**config.mk**
```make
export PLATFORM = sky130hd
export DESIGN_NAME = apb2iob
export DESIGN_NICKNAME = d
export VERILOG_FILES = /design/src/hdl/apb_iob_pkg.sv /design/src/hdl/apb2iob.sv
export VERILOG_INCLUDE_DIRS = /design/src /design/src/hdl
export SDC_FILE = /design/constraint.sdc
export NUM_CORES = 1
export LEC_CHECK = 0
export ABC_AREA = 1
export BUFFER_PORTS_ARGS = -buffer_cell sky130_fd_sc_hd__buf_2
export CAP_MARGIN = 10
export CORE_MARGIN = 2
export CORE_UTILIZATION = 37
export DETAILED_ROUTE_END_ITERATION = 8
export GPL_ROUTABILITY_DRIVEN = 0
export PLACE_DENSITY = 0.91
export SLEW_MARGIN = 20
export SYNTH_ARGS = -nofsm -noshare
export SYNTH_HDL_FRONTEND = slang
export SYNTH_SLANG_ARGS = --single-unit
```
**constraint.sdc**
```tcl
create_clock -name clk_i -period 2.6 [get_ports clk_i]
set_input_delay 0.52 -clock clk_i [delete_from_list [all_inputs] [get_ports clk_i]]
set_output_delay 0.52 -clock clk_i [all_outputs]
set_load 0.01 [all_outputs]
```
**src/hdl/apb_iob_macros.svh**
```systemverilog
`ifndef APB_IOB_MACROS_SVH
`define APB_IOB_MACROS_SVH

// Bus widths shared by the APB ports, the bridges and the memory
`define APB_IOB_ADDR_W 12
`define APB_IOB_DATA_W 32

// One write enable per data byte
`define APB_IOB_STRB_W (`APB_IOB_DATA_W / 8)

// Memory geometry
`define APB_IOB_MEM_DEPTH 256

// Word index slice of the byte address
`define APB_IOB_IDX_LSB 2
`define APB_IOB_IDX_W 8

`endif

```
**src/hdl/apb_iob_pkg.sv**
```systemverilog
`include "apb_iob_macros.svh"

package apb_iob_pkg;

   typedef logic [`APB_IOB_ADDR_W-1:0] addr_t;  // Byte address
   typedef logic [`APB_IOB_DATA_W-1:0] data_t;  // One memory word
   typedef logic [`APB_IOB_STRB_W-1:0] strb_t;  // Byte write enables
   typedef logic [`APB_IOB_IDX_W-1:0]  idx_t;   // Memory word index

   // APB master to slave
   typedef struct packed {
      logic  sel;
      logic  enable;
      logic  write;
      addr_t addr;
      data_t wdata;
      strb_t wstrb;
   } apb_req_t;

   // APB slave to master
   typedef struct packed {
      logic  ready;
      data_t rdata;
   } apb_rsp_t;

   // IOb master to slave, zero strobe is a read
   typedef struct packed {
      logic  valid;
      addr_t addr;
      data_t wdata;
      strb_t wstrb;
   } iob_req_t;

   // IOb slave to master
   typedef struct packed {
      logic  ready;
      logic  rvalid;
      data_t rdata;
   } iob_rsp_t;

   typedef enum logic [1:0] {
      WAIT_ENABLE    = 2'd0,
      WAIT_READY     = 2'd1,
      RVALID         = 2'd2,
      WAIT_APB_READY = 2'd3
   } bridge_state_e;

endpackage

```
**src/hdl/apb2iob.sv**
```systemverilog
`timescale 1ns/1ps

module apb2iob (
   input  logic                  clk_i,
   input  logic                  rst_n_i,
   input  apb_iob_pkg::apb_req_t apb_req_i,
   input  apb_iob_pkg::iob_rsp_t iob_rsp_i,
   output apb_iob_pkg::apb_rsp_t apb_rsp_o,
   output apb_iob_pkg::iob_req_t iob_req_o
);

   apb_iob_pkg::bridge_state_e state_q;
   apb_iob_pkg::bridge_state_e state_d;

   logic               apb_ready_q;
   logic               apb_ready_d;
   apb_iob_pkg::data_t apb_rdata_q;
   apb_iob_pkg::strb_t iob_wstrb;
   logic               iob_read;

   // Reads go out with an all-zero strobe
   assign iob_wstrb = apb_req_i.write ? apb_req_i.wstrb : '0;
   assign iob_read  = (iob_wstrb == '0);

   // IOb request, address and data straight from the APB side
   assign iob_req_o.valid = (state_q == apb_iob_pkg::WAIT_READY);
   assign iob_req_o.addr  = apb_req_i.addr;
   assign iob_req_o.wdata = apb_req_i.wdata;
   assign iob_req_o.wstrb = iob_wstrb;

   assign apb_rsp_o.ready = apb_ready_q;
   assign apb_rsp_o.rdata = apb_rdata_q;

   // One IOb transaction per APB access phase
   always_comb begin
      state_d     = state_q;
      apb_ready_d = 1'b0;

      unique case (state_q)
         apb_iob_pkg::WAIT_ENABLE: begin
            if (apb_req_i.sel && apb_req_i.enable) begin
               state_d = apb_iob_pkg::WAIT_READY;
            end
         end
         apb_iob_pkg::WAIT_READY: begin
            // Hold valid until the slave takes it
            if (iob_rsp_i.ready) begin
               if (iob_read) begin
                  state_d = apb_iob_pkg::RVALID;
               end else begin
                  state_d     = apb_iob_pkg::WAIT_APB_READY;
                  apb_ready_d = 1'b1;  // Write done
               end
            end
         end
         apb_iob_pkg::RVALID: begin
            if (iob_rsp_i.rvalid) begin
               state_d     = apb_iob_pkg::WAIT_APB_READY;
               apb_ready_d = 1'b1;
            end
         end
         default: begin
            // APB ready is high in this state
            state_d = apb_iob_pkg::WAIT_ENABLE;
         end
      endcase
   end

   always_ff @(posedge clk_i or negedge rst_n_i) begin
      if (!rst_n_i) begin
         state_q     <= apb_iob_pkg::WAIT_ENABLE;
         apb_ready_q <= 1'b0;
      end else begin
         state_q     <= state_d;
         apb_ready_q <= apb_ready_d;
      end
   end

   // Read data held for the APB master
   always_ff @(posedge clk_i) begin
      if (iob_rsp_i.rvalid) begin
         apb_rdata_q <= iob_rsp_i.rdata;
      end
   end

endmodule

```
==> out/metrics.cfg <==
[floorplan]
die_w_um=68.91
dieArea_mm2=0.004749
initial_utilization_pct=38.70
core_area_mm2=0.004029
rows=23
num_io_pins=169
die_h_um=68.91

[global_route]
grt_pass1_wl_um=3760
grt_max_degree=35
grt_use_total_pct=11.46
grt.overflow.total=0
grt_pass1_vias=823
antenna_found_initial=0

[worst_setup_path]
crit_required_ps=2080
reg2reg_from=state_q[0]
critical_path.cell_chain=inv_1 -> ha_1 -> buf_2
critPathTopFamily=flip-flops
startpoint_type=flop
worst-setup-path-type=reg -> out
arrival_ps=1140
critPathBufInv=2
r2r_setup_slack_ps=1380
cp_slowest_stage_delay_ps=410
path_max_fanout=4
rr_endpoint=state_q[0]
worst_setup_path_end_kind=output pin
ff2ff_path_depth=7
cp_slowest_cell=dfrtp_1

[yosys]
ys_seq_area_share_pct=66.45
avgSynthCellArea_um2=13.32
synth_fp_nets=208
synth_cell_type_count=11
synthFlopType=edfxtp_1
synth_area_leader_cell=edfxtp_1
post_synth_main_area_contributors=edfxtp_1 62%, buf_4 22%, dfrtp_1 4.8%, nand2_1 3.9%, ha_1 3.2%
syn_inst=117
synth-seq-cells=35
synth_top_area_share_pct=61.64
ys_warn_count=0
ys_async_sr_fraction_pct=8.571
yosysMostFrequentCell=buf_4
synth_common_cells=45 x buf_4, 32 x edfxtp_1, 16 x nand2_1
synth_edf_count=32
netlist_area_mm2=0.001559

[pwr]
pwr_density_cell_mw_per_mm2=756.6
ir_worst_vdd_uv=227.3
leakage_nw=0.8491

[clock_tree]
cts_max_path_buffers=2
hold_buffers=0
cts.repair.resized=0
clkLatencyLatePin_ps=270
cts_tree=built
clock_sinks=35
clk_pin_slew_ps=60
clockRootBuffer=clkbuf_8
cts-buffers-inserted=5
htree_levels=2
cts_setup_buffers=0

[cells_and_area]
finalNonFillerCells=210
num_antenna_cells=0
syn_to_final_growth_pct=13.24
num-nets-final=250
drive_gt1_share_pct=54.37

[placed_design]
dp_cells=202
hpwl_um=2514
io_buffer_count=80

[route]
vias=953
drt_iter0_markers=98
drt_pass1_iterations=4
antenna_left=0
routedWlPerCell_um=14.71
routed_wl_um=3090
drc=0
vias_per_cell=4.538

[sta]
report.final.slew_viol_count=0
fmax_ghz=0.6026
period_share_pct=63.83
min_period_ps=1659
grt_setup_unrepaired=false
skew_ps=0.7865
slew_headroom_pct=52.84
tightest_slew_ps=707.5
finalSetupViolations=0
final.setup.tns_ps=0
hold_viol_final=0

[job]
drv_cap=0

[run_status]
status=finished clean

[min_path]
hold_class=in -> async

cell type report:
cell class / instances / area [µm²]
clock buffer: 7 / 76.32
clock inverter: 1 / 5.005
fill: 360 / 2263
inverter: 9 / 33.78
multi-input combinational: 28 / 151.4
sequential: 35 / 1036
tap: 50 / 62.56
timing repair buffer: 80 / 400.4
flip-flops by register name, indices dropped and copies added, names as in the netlist:
name         flops
apb_rdata_q     32
state_q          2
apb_ready_q      1
kinds of logic (layout without fill, tap and decap cells):
logic type | Yosys count | count (layout) | synth area share [%]
DFF | 35 | 35 | 66.45
buffers and inverters | 54 | 97 | 23.84
and+or+nand+nor | 20 | 20 | 4.976
adders and majority gates | 4 | 4 | 3.210
AOI/OAI and AO/OA | 4 | 4 | 1.525
placed cells by master, fill, tap and decap left out:
cell      count
edfxtp_1     32
clkbuf_1      2
nand2_1      16
clkinv_2      1
nand3_1       2
a21oi_2       1
o21ai_0       1
clkbuf_8      5
inv_1         9
nor2_1        2
dfrtp_1       3
o21ai_1       2
buf_2        80
ha_1          4
report_power, final:
part           leakage [nW]  internal (mW)  switching [mW]
clock network        0.0422          0.187           0.161
registers             0.351          0.683          0.0310
logic                 0.456          0.114           0.159
layer usage:
metal  vias up  GRT usage (%)  part of all wire (%)  routed length, µm
met2        94          18.63                    45               1385
li1        421              -                     -                  -
met3        35          6.169                    18                568
met5         -              0                     0                  0
met1       403          8.854                    28                867
met4         0          13.24                   8.6                267
worst max-delay path by stage:
| stage | from | end | slack (ps) | cells after the start |
|---|---|---|---|---|
| detailed placement | iob_rsp_i[32] | state_q[0] | 930 | 7 |
| global placement | iob_rsp_i[32] | state_q[0] | 1000 | 7 |
| CTS | state_q[1] | iob_req_o[48] | 920 | 3 |
| finish | state_q[1] | iob_req_o[48] | 940 | 3 |
| floorplan | state_q[1] | iob_req_o[48] | 1390 | 2 |
| global route | state_q[1] | iob_req_o[48] | 840 | 3 |
through the flow:
step | hold slack [ps] | total power, mW | area (µm²) | utilization [%] | setup slack, ps
floorplan | 224.4 | 0.9510 | 1559 | - | 1391
global placement | 315.2 | 0.9827 | 1684 | 41.80 | 998.6
detailed placement | 318.4 | 1.001 | 1684 | 41.80 | 933.1
CTS | 16.12 | 1.352 | 1765 | 43.82 | 917.7
global route | 10.84 | 1.417 | 1765 | 43.82 | 843.3
finish | 25.61 | 1.336 | 1765 | 43.82 | 940.5
Power figures use the tool's default switching activity.
