--- src/hdl/apb_iob_macros.svh ---
`ifndef APB_IOB_MACROS_SVH
`define APB_IOB_MACROS_SVH

// Bus widths shared by the APB ports, the bridges and the memory
`define APB_IOB_ADDR_W 12
`define APB_IOB_DATA_W 32

// One write enable per data byte
`define APB_IOB_STRB_W (`APB_IOB_DATA_W / 8)

// Memory geometry
`define APB_IOB_MEM_DEPTH 256

// Word index slice of the byte address
`define APB_IOB_IDX_LSB 2
`define APB_IOB_IDX_W 8

`endif

--- src/hdl/apb_iob_pkg.sv ---
`include "apb_iob_macros.svh"

package apb_iob_pkg;

   typedef logic [`APB_IOB_ADDR_W-1:0] addr_t;  // Byte address
   typedef logic [`APB_IOB_DATA_W-1:0] data_t;  // One memory word
   typedef logic [`APB_IOB_STRB_W-1:0] strb_t;  // Byte write enables
   typedef logic [`APB_IOB_IDX_W-1:0]  idx_t;   // Memory word index

   // APB master to slave
   typedef struct packed {
      logic  sel;
      logic  enable;
      logic  write;
      addr_t addr;
      data_t wdata;
      strb_t wstrb;
   } apb_req_t;

   // APB slave to master
   typedef struct packed {
      logic  ready;
      data_t rdata;
   } apb_rsp_t;

   // IOb master to slave, zero strobe is a read
   typedef struct packed {
      logic  valid;
      addr_t addr;
      data_t wdata;
      strb_t wstrb;
   } iob_req_t;

   // IOb slave to master
   typedef struct packed {
      logic  ready;
      logic  rvalid;
      data_t rdata;
   } iob_rsp_t;

   typedef enum logic [1:0] {
      WAIT_ENABLE    = 2'd0,
      WAIT_READY     = 2'd1,
      RVALID         = 2'd2,
      WAIT_APB_READY = 2'd3
   } bridge_state_e;

endpackage

--- src/hdl/iob_arbiter.sv ---
`timescale 1ns/1ps

module iob_arbiter (
   input  logic                  clk_i,
   input  logic                  rst_n_i,
   input  apb_iob_pkg::iob_req_t m0_req_i,
   input  apb_iob_pkg::iob_req_t m1_req_i,
   input  apb_iob_pkg::iob_rsp_t mem_rsp_i,
   output apb_iob_pkg::iob_rsp_t m0_rsp_o,
   output apb_iob_pkg::iob_rsp_t m1_rsp_o,
   output apb_iob_pkg::iob_req_t mem_req_o
);

   logic last_q;        // High when master 1 was served last
   logic lock_q;        // Read outstanding
   logic lock_owner_q;  // Master waiting for read data
   logic lock_busy;
   logic gnt0;
   logic gnt1;
   logic accept;
   logic accept_rd;

   // Lock drops in the cycle the read data comes back
   assign lock_busy = lock_q & ~mem_rsp_i.rvalid;

   always_comb begin
      gnt0 = 1'b0;
      gnt1 = 1'b0;
      if (lock_busy) begin
         gnt0 = ~lock_owner_q;
         gnt1 = lock_owner_q;
      end else if (m0_req_i.valid && m1_req_i.valid) begin
         // Both want the bus, the one not served last wins
         gnt0 = last_q;
         gnt1 = ~last_q;
      end else begin
         gnt0 = m0_req_i.valid;
         gnt1 = m1_req_i.valid;
      end
   end

   // Forward the granted request
   always_comb begin
      mem_req_o       = gnt1 ? m1_req_i : m0_req_i;
      mem_req_o.valid = ~lock_busy & ((gnt0 & m0_req_i.valid) | (gnt1 & m1_req_i.valid));
   end

   assign accept    = mem_req_o.valid & mem_rsp_i.ready;
   assign accept_rd = accept & (mem_req_o.wstrb == '0);

   // Ready to the granted master, read data to the lock owner
   always_comb begin
      m0_rsp_o.ready  = gnt0 & ~lock_busy & mem_rsp_i.ready;
      m0_rsp_o.rvalid = mem_rsp_i.rvalid & lock_q & ~lock_owner_q;
      m0_rsp_o.rdata  = mem_rsp_i.rdata;

      m1_rsp_o.ready  = gnt1 & ~lock_busy & mem_rsp_i.ready;
      m1_rsp_o.rvalid = mem_rsp_i.rvalid & lock_q & lock_owner_q;
      m1_rsp_o.rdata  = mem_rsp_i.rdata;
   end

   always_ff @(posedge clk_i or negedge rst_n_i) begin
      if (!rst_n_i) begin
         last_q       <= 1'b0;
         lock_q       <= 1'b0;
         lock_owner_q <= 1'b0;
      end else begin
         if (lock_q && mem_rsp_i.rvalid) begin
            lock_q <= 1'b0;
         end
         if (accept) begin
            last_q <= gnt1;
            // A new read may start as the previous data returns
            if (accept_rd) begin
               lock_q       <= 1'b1;
               lock_owner_q <= gnt1;
            end
         end
      end
   end

endmodule

--- config.mk ---
export PLATFORM = sky130hd
export DESIGN_NAME = iob_arbiter
export DESIGN_NICKNAME = d
export VERILOG_FILES = /design/src/hdl/apb_iob_pkg.sv /design/src/hdl/iob_arbiter.sv
export VERILOG_INCLUDE_DIRS = /design/src /design/src/hdl
export SDC_FILE = /design/constraint.sdc
export NUM_CORES = 1
export LEC_CHECK = 0
export BUFFER_PORTS_ARGS = -buffer_cell sky130_fd_sc_hd__buf_2
export CAP_MARGIN = 20
export CORE_AREA = 2 2 96 98
export CTS_BUF_LIST = sky130_fd_sc_hd__clkbuf_8
export DETAILED_ROUTE_END_ITERATION = 16
export DIE_AREA = 0 0 98 100
export PLACE_DENSITY_LB_ADDON = 0.3
export SETUP_SLACK_MARGIN = 0.1
export SYNTH_ARGS = -nofsm -noshare
export SYNTH_HDL_FRONTEND = slang
export SYNTH_SLANG_ARGS = --single-unit
--- constraint.sdc ---
create_clock -name clk_i -period 2.1 [get_ports clk_i]
set_input_delay 0.315 -clock clk_i [delete_from_list [all_inputs] [get_ports clk_i]]
set_output_delay 0.315 -clock clk_i [all_outputs]
set_load 0.05 [all_outputs]
==> tab_implementation.tex <==
\begin{tabular}{lr}
\hline
Metric & Value \\
\hline
\multicolumn{2}{l}{\textbf{Global route}} \\
Final global-route overflow total & 0 \\
Number of global-route vias before repair & 1294 \\
Antenna violations before repair & 0 \\
Global-route wire length before repair & 6220 um \\
Maximum number of pins on one net before global-route repair & 21 \\
GRT Overall Usage & 0.0803 \\
\multicolumn{2}{l}{\textbf{Placement}} \\
Routability-driven placement congestion ratio & 0.803 \\
Cells after DPL & 341 \\
HPWL reported at the end of detailed placement & 3490 um \\
Number of port buffers & 154 \\
\multicolumn{2}{l}{\textbf{Job}} \\
Max-capacitance violation count & 0 \\
\multicolumn{2}{l}{\textbf{Finish}} \\
Relative area change from synthesis to final layout & 82.8\% \\
Fraction of final layout cells with drive strength greater than 1 & 0.906 \\
Filler cell count in the final layout & 920 \\
Final core utilization & 0.290 \\
Post-route insts no fill & 355 \\
N\_diodes & 0 \\
Net count of the finished layout & 379 \\
\multicolumn{2}{l}{\textbf{Min path}} \\
Startpoint of the tightest hold check path & mem\_rsp\_i[33] \\
Count of cells along the worst hold path & 2 \\
Worst min path class & in2reg \\
Endpoint of the worst hold-timing path & lock\_owner\_q \\
\multicolumn{2}{l}{\textbf{Synthesis}} \\
Synth cell types & 23 \\
Synthesis-stage register bit count & 3 \\
Ranking of synthesized cells by area & buf\_4, mux2\_2, mux2\_4, dfrtp\_1, buf\_8 \\
Mapped Nets & 276 \\
Synth area leader & buf\_4 \\
Post-synthesis sequential area ratio & 0.0532 \\
Total of warnings raised by yosys & 0 \\
Average cell area after synthesis & 9.93 um2 \\
Cell Area, Synth & 0.00141 mm2 \\
Fraction of post-synthesis cell area in the top cell type by area & 0.351 \\
Instance count of the mapped netlist & 142 \\
\multicolumn{2}{l}{\textbf{Clocking}} \\
Clock tree from TritonCTS & done \\
Number of buffers between clock root and the deepest sink & 2 \\
CTS root buf & clkbuf\_8 \\
CTS Sinks & 3 \\
Inserted Clock Buffers & 3 \\
Clock-pin slew of the registers on the worst-case setup and hold paths & 0.03 ns \\
Clk Latency, worst-skew pair & 0.21 ns \\
Number of H-tree branching levels & 1 \\
\multicolumn{2}{l}{\textbf{Critical path}} \\
CP endpoint kind & primary output \\
Critical path class & reg2out \\
Capture instance of the worst register-to-register path & lock\_q \\
Max FO, Critical Path & 5 \\
CP cell instances & nand2b\_4 -> mux2i\_4 -> buf\_6 -> clkbuf\_16 -> mux2\_4 -> buf\_8 \\
Critical path data required time & 1.78 ns \\
R2R depth & 4 \\
Worst stage delay on the critical path & 0.40 ns \\
Critical Path AT & 1.82 ns \\
Reg2Reg Setup Slack & 0.94 ns \\
Startpoint of the worst register-to-register path & last\_q \\
CP startpoint kind & flip-flop \\
Critical path's slowest cell & dfrtp\_1 \\
\multicolumn{2}{l}{\textbf{Timing}} \\
Max-slew violation count & 0 \\
Total setup violations reported at the end of the flow & 28 \\
Maximum clock skew at final layout & 0.0000831 ns \\
Post-layout worst setup margin & -0.0362 ns \\
Final clock period utilization by the worst path & 1.02 \\
Maximum operating frequency & 468 MHz \\
Final hold violations & 0 \\
Setup repair after global routing missed its margin & yes \\
Worst rel slew slack & 0.681 \\
Min cycle time layout & 2.14 ns \\
Slew at the pin closest to its max-slew limit & 0.475 ns \\
\multicolumn{2}{l}{\textbf{Floorplan}} \\
Die height & 100 um \\
Core Box Area & 0.00889 mm2 \\
Full die area & 0.00980 mm2 \\
Initial cell density of the core & 0.159 \\
Placement row count & 35 \\
Top-Level Pins & 251 \\
Die Width & 98 um \\
\multicolumn{2}{l}{\textbf{Pwr}} \\
Total chip power & 1430 uW \\
Peak supply drop & 0.178 mV \\
Power density over cell area & 554 mW/mm2 \\
Cell leakage power & 0.00141 uW \\
\multicolumn{2}{l}{\textbf{Status}} \\
Violations in the final reports & negative setup slack \\
Result of the run & complete, but fails checks \\
\multicolumn{2}{l}{\textbf{Drt}} \\
Post-DR wirelength/cell & 14.7 um \\
Routed wire length & 5230 um \\
Drt via density & 3.88 \\
Post-route DRC & 0 \\
Total via count after detailed routing & 1376 \\
Iteration-0 DRC Markers & 11 \\
Number of detailed-route iterations in the first pass & 4 \\
Routed Antenna Nets & 0 \\
\hline
\end{tabular}
registers in the layout, indices dropped and copies added, names as in the netlist:
register and flops:
last_q 1, lock_q 1, lock_owner_q 1
worst max-delay path: cells and delay by family, from the launching register on:
kind / cells / cell delay (ns)
AND/OR/NAND/NOR: 1 / 0.11
flip-flops: 1 / 0.40
buffers and inverters: 3 / 0.49
multiplexers: 2 / 0.60
cells in the mapped netlist:
master	number
buf_4	66
mux2_2	28
mux2_4	20
buf_8	3
dfrtp_1	3
a31oi_1	2
a41oi_1	2
and3_1	2
nor4_1	2
a21boi_4	1
a21oi_1	1
buf_6	1
inv_1	1
mux2i_1	1
mux2i_4	1
nand2_1	1
nand2b_4	1
nand3_1	1
nor2_1	1
nor2b_1	1
o211ai_1	1
o21a_1	1
o21ai_0	1
cell type report:
class                      count  area, um2  area share
tap                          111        139      0.0539
sequential                     3       75.1      0.0291
inverter                       1       3.75     0.00146
clock inverter                 1       3.75     0.00146
timing repair buffer         168       1440       0.559
multi-input combinational     68        873       0.339
clock buffer                   3       41.3      0.0160
what timing repair did:
| action | in CTS | in global routing |
|---|---|---|
| setup buffers | 4 | 0 |
| gates resized for setup | 92 | 70 |
| pin swaps | 0 | 0 |
| gates cloned | 2 | 4 |
| endpoints found under the setup margin | 48 | 48 |
| hold endpoints to repair | 3 | 0 |
| hold buffers | 1 | 0 |
cells by family (layout without fill, tap and decap cells):
group	Yosys count	in the layout	synth area share
AOI/OAI and AO/OA	9	9	0.0524
DFF	3	3	0.0532
muxes	50	50	0.460
buffers and inverters	71	173	0.394
and+or+nand+nor	9	9	0.0408
layer usage:
metal | up-vias | global-route usage | part of all wire
met5 | - | 0 | 0
met3 | 19 | 0.0223 | 0.12
met4 | 0 | 0.0427 | 0.027
li1 | 635 | - | -
met2 | 145 | 0.153 | 0.53
met1 | 577 | 0.0784 | 0.32
worst max-delay path by stage:
| stage | start | end | slack [ns] |
|---|---|---|---|
| 2_1_floorplan | lock_q | mem_req_o[0] | 0.26 |
| 3_3_place_gp | mem_rsp_i[32] | mem_req_o[14] | 0.08 |
| 3_5_place_dp | mem_rsp_i[32] | mem_req_o[14] | 0.06 |
| 4_1_cts | lock_q | mem_req_o[22] | -0.06 |
| 5_1_grt | lock_q | mem_req_o[23] | -0.09 |
| 6_report | lock_q | mem_req_o[18] | -0.04 |
power breakdown:
group | total, uW | leakage, uW | switching, uW | internal [uW]
combinational | 1180 | 0.00135 | 608 | 575
clock | 161 | 0.0000269 | 37.0 | 124
sequential | 84.6 | 0.0000376 | 16.4 | 68.2
cells in the final DEF, fill, tap and decap left out:
cell,n
a21boi_4,1
a21oi_1,1
a31oi_1,2
a41oi_1,2
and3_1,2
buf_12,5
buf_16,1
buf_2,106
buf_4,2
buf_6,18
buf_8,32
clkbuf_16,3
clkbuf_8,3
dfrtp_1,3
dlygate4sd3_1,1
inv_1,2
mux2_2,3
mux2_4,45
mux2i_1,1
mux2i_4,1
nand2_1,1
nand2b_4,1
nand3_1,1
nor2_1,1
nor2b_1,1
nor4_1,2
o211ai_1,1
o21a_1,1
o21ai_0,1
stage by stage:
step / worst slack [ns] / hold slack [ns] / TNS, ns / cell area [um2]
global placement: 0.0831 / 0.114 / 0 / 1810
global route: -0.0905 / 0.414 / -2.50 / 2580
detailed placement: 0.0643 / 0.115 / 0 / 1810
CTS: -0.0600 / 0.377 / -1.73 / 2250
floorplan: 0.260 / 0.0194 / 0 / 1410
finish: -0.0362 / 0.379 / -0.599 / 2580
Note: power is estimated with default switching activity, not from simulation.
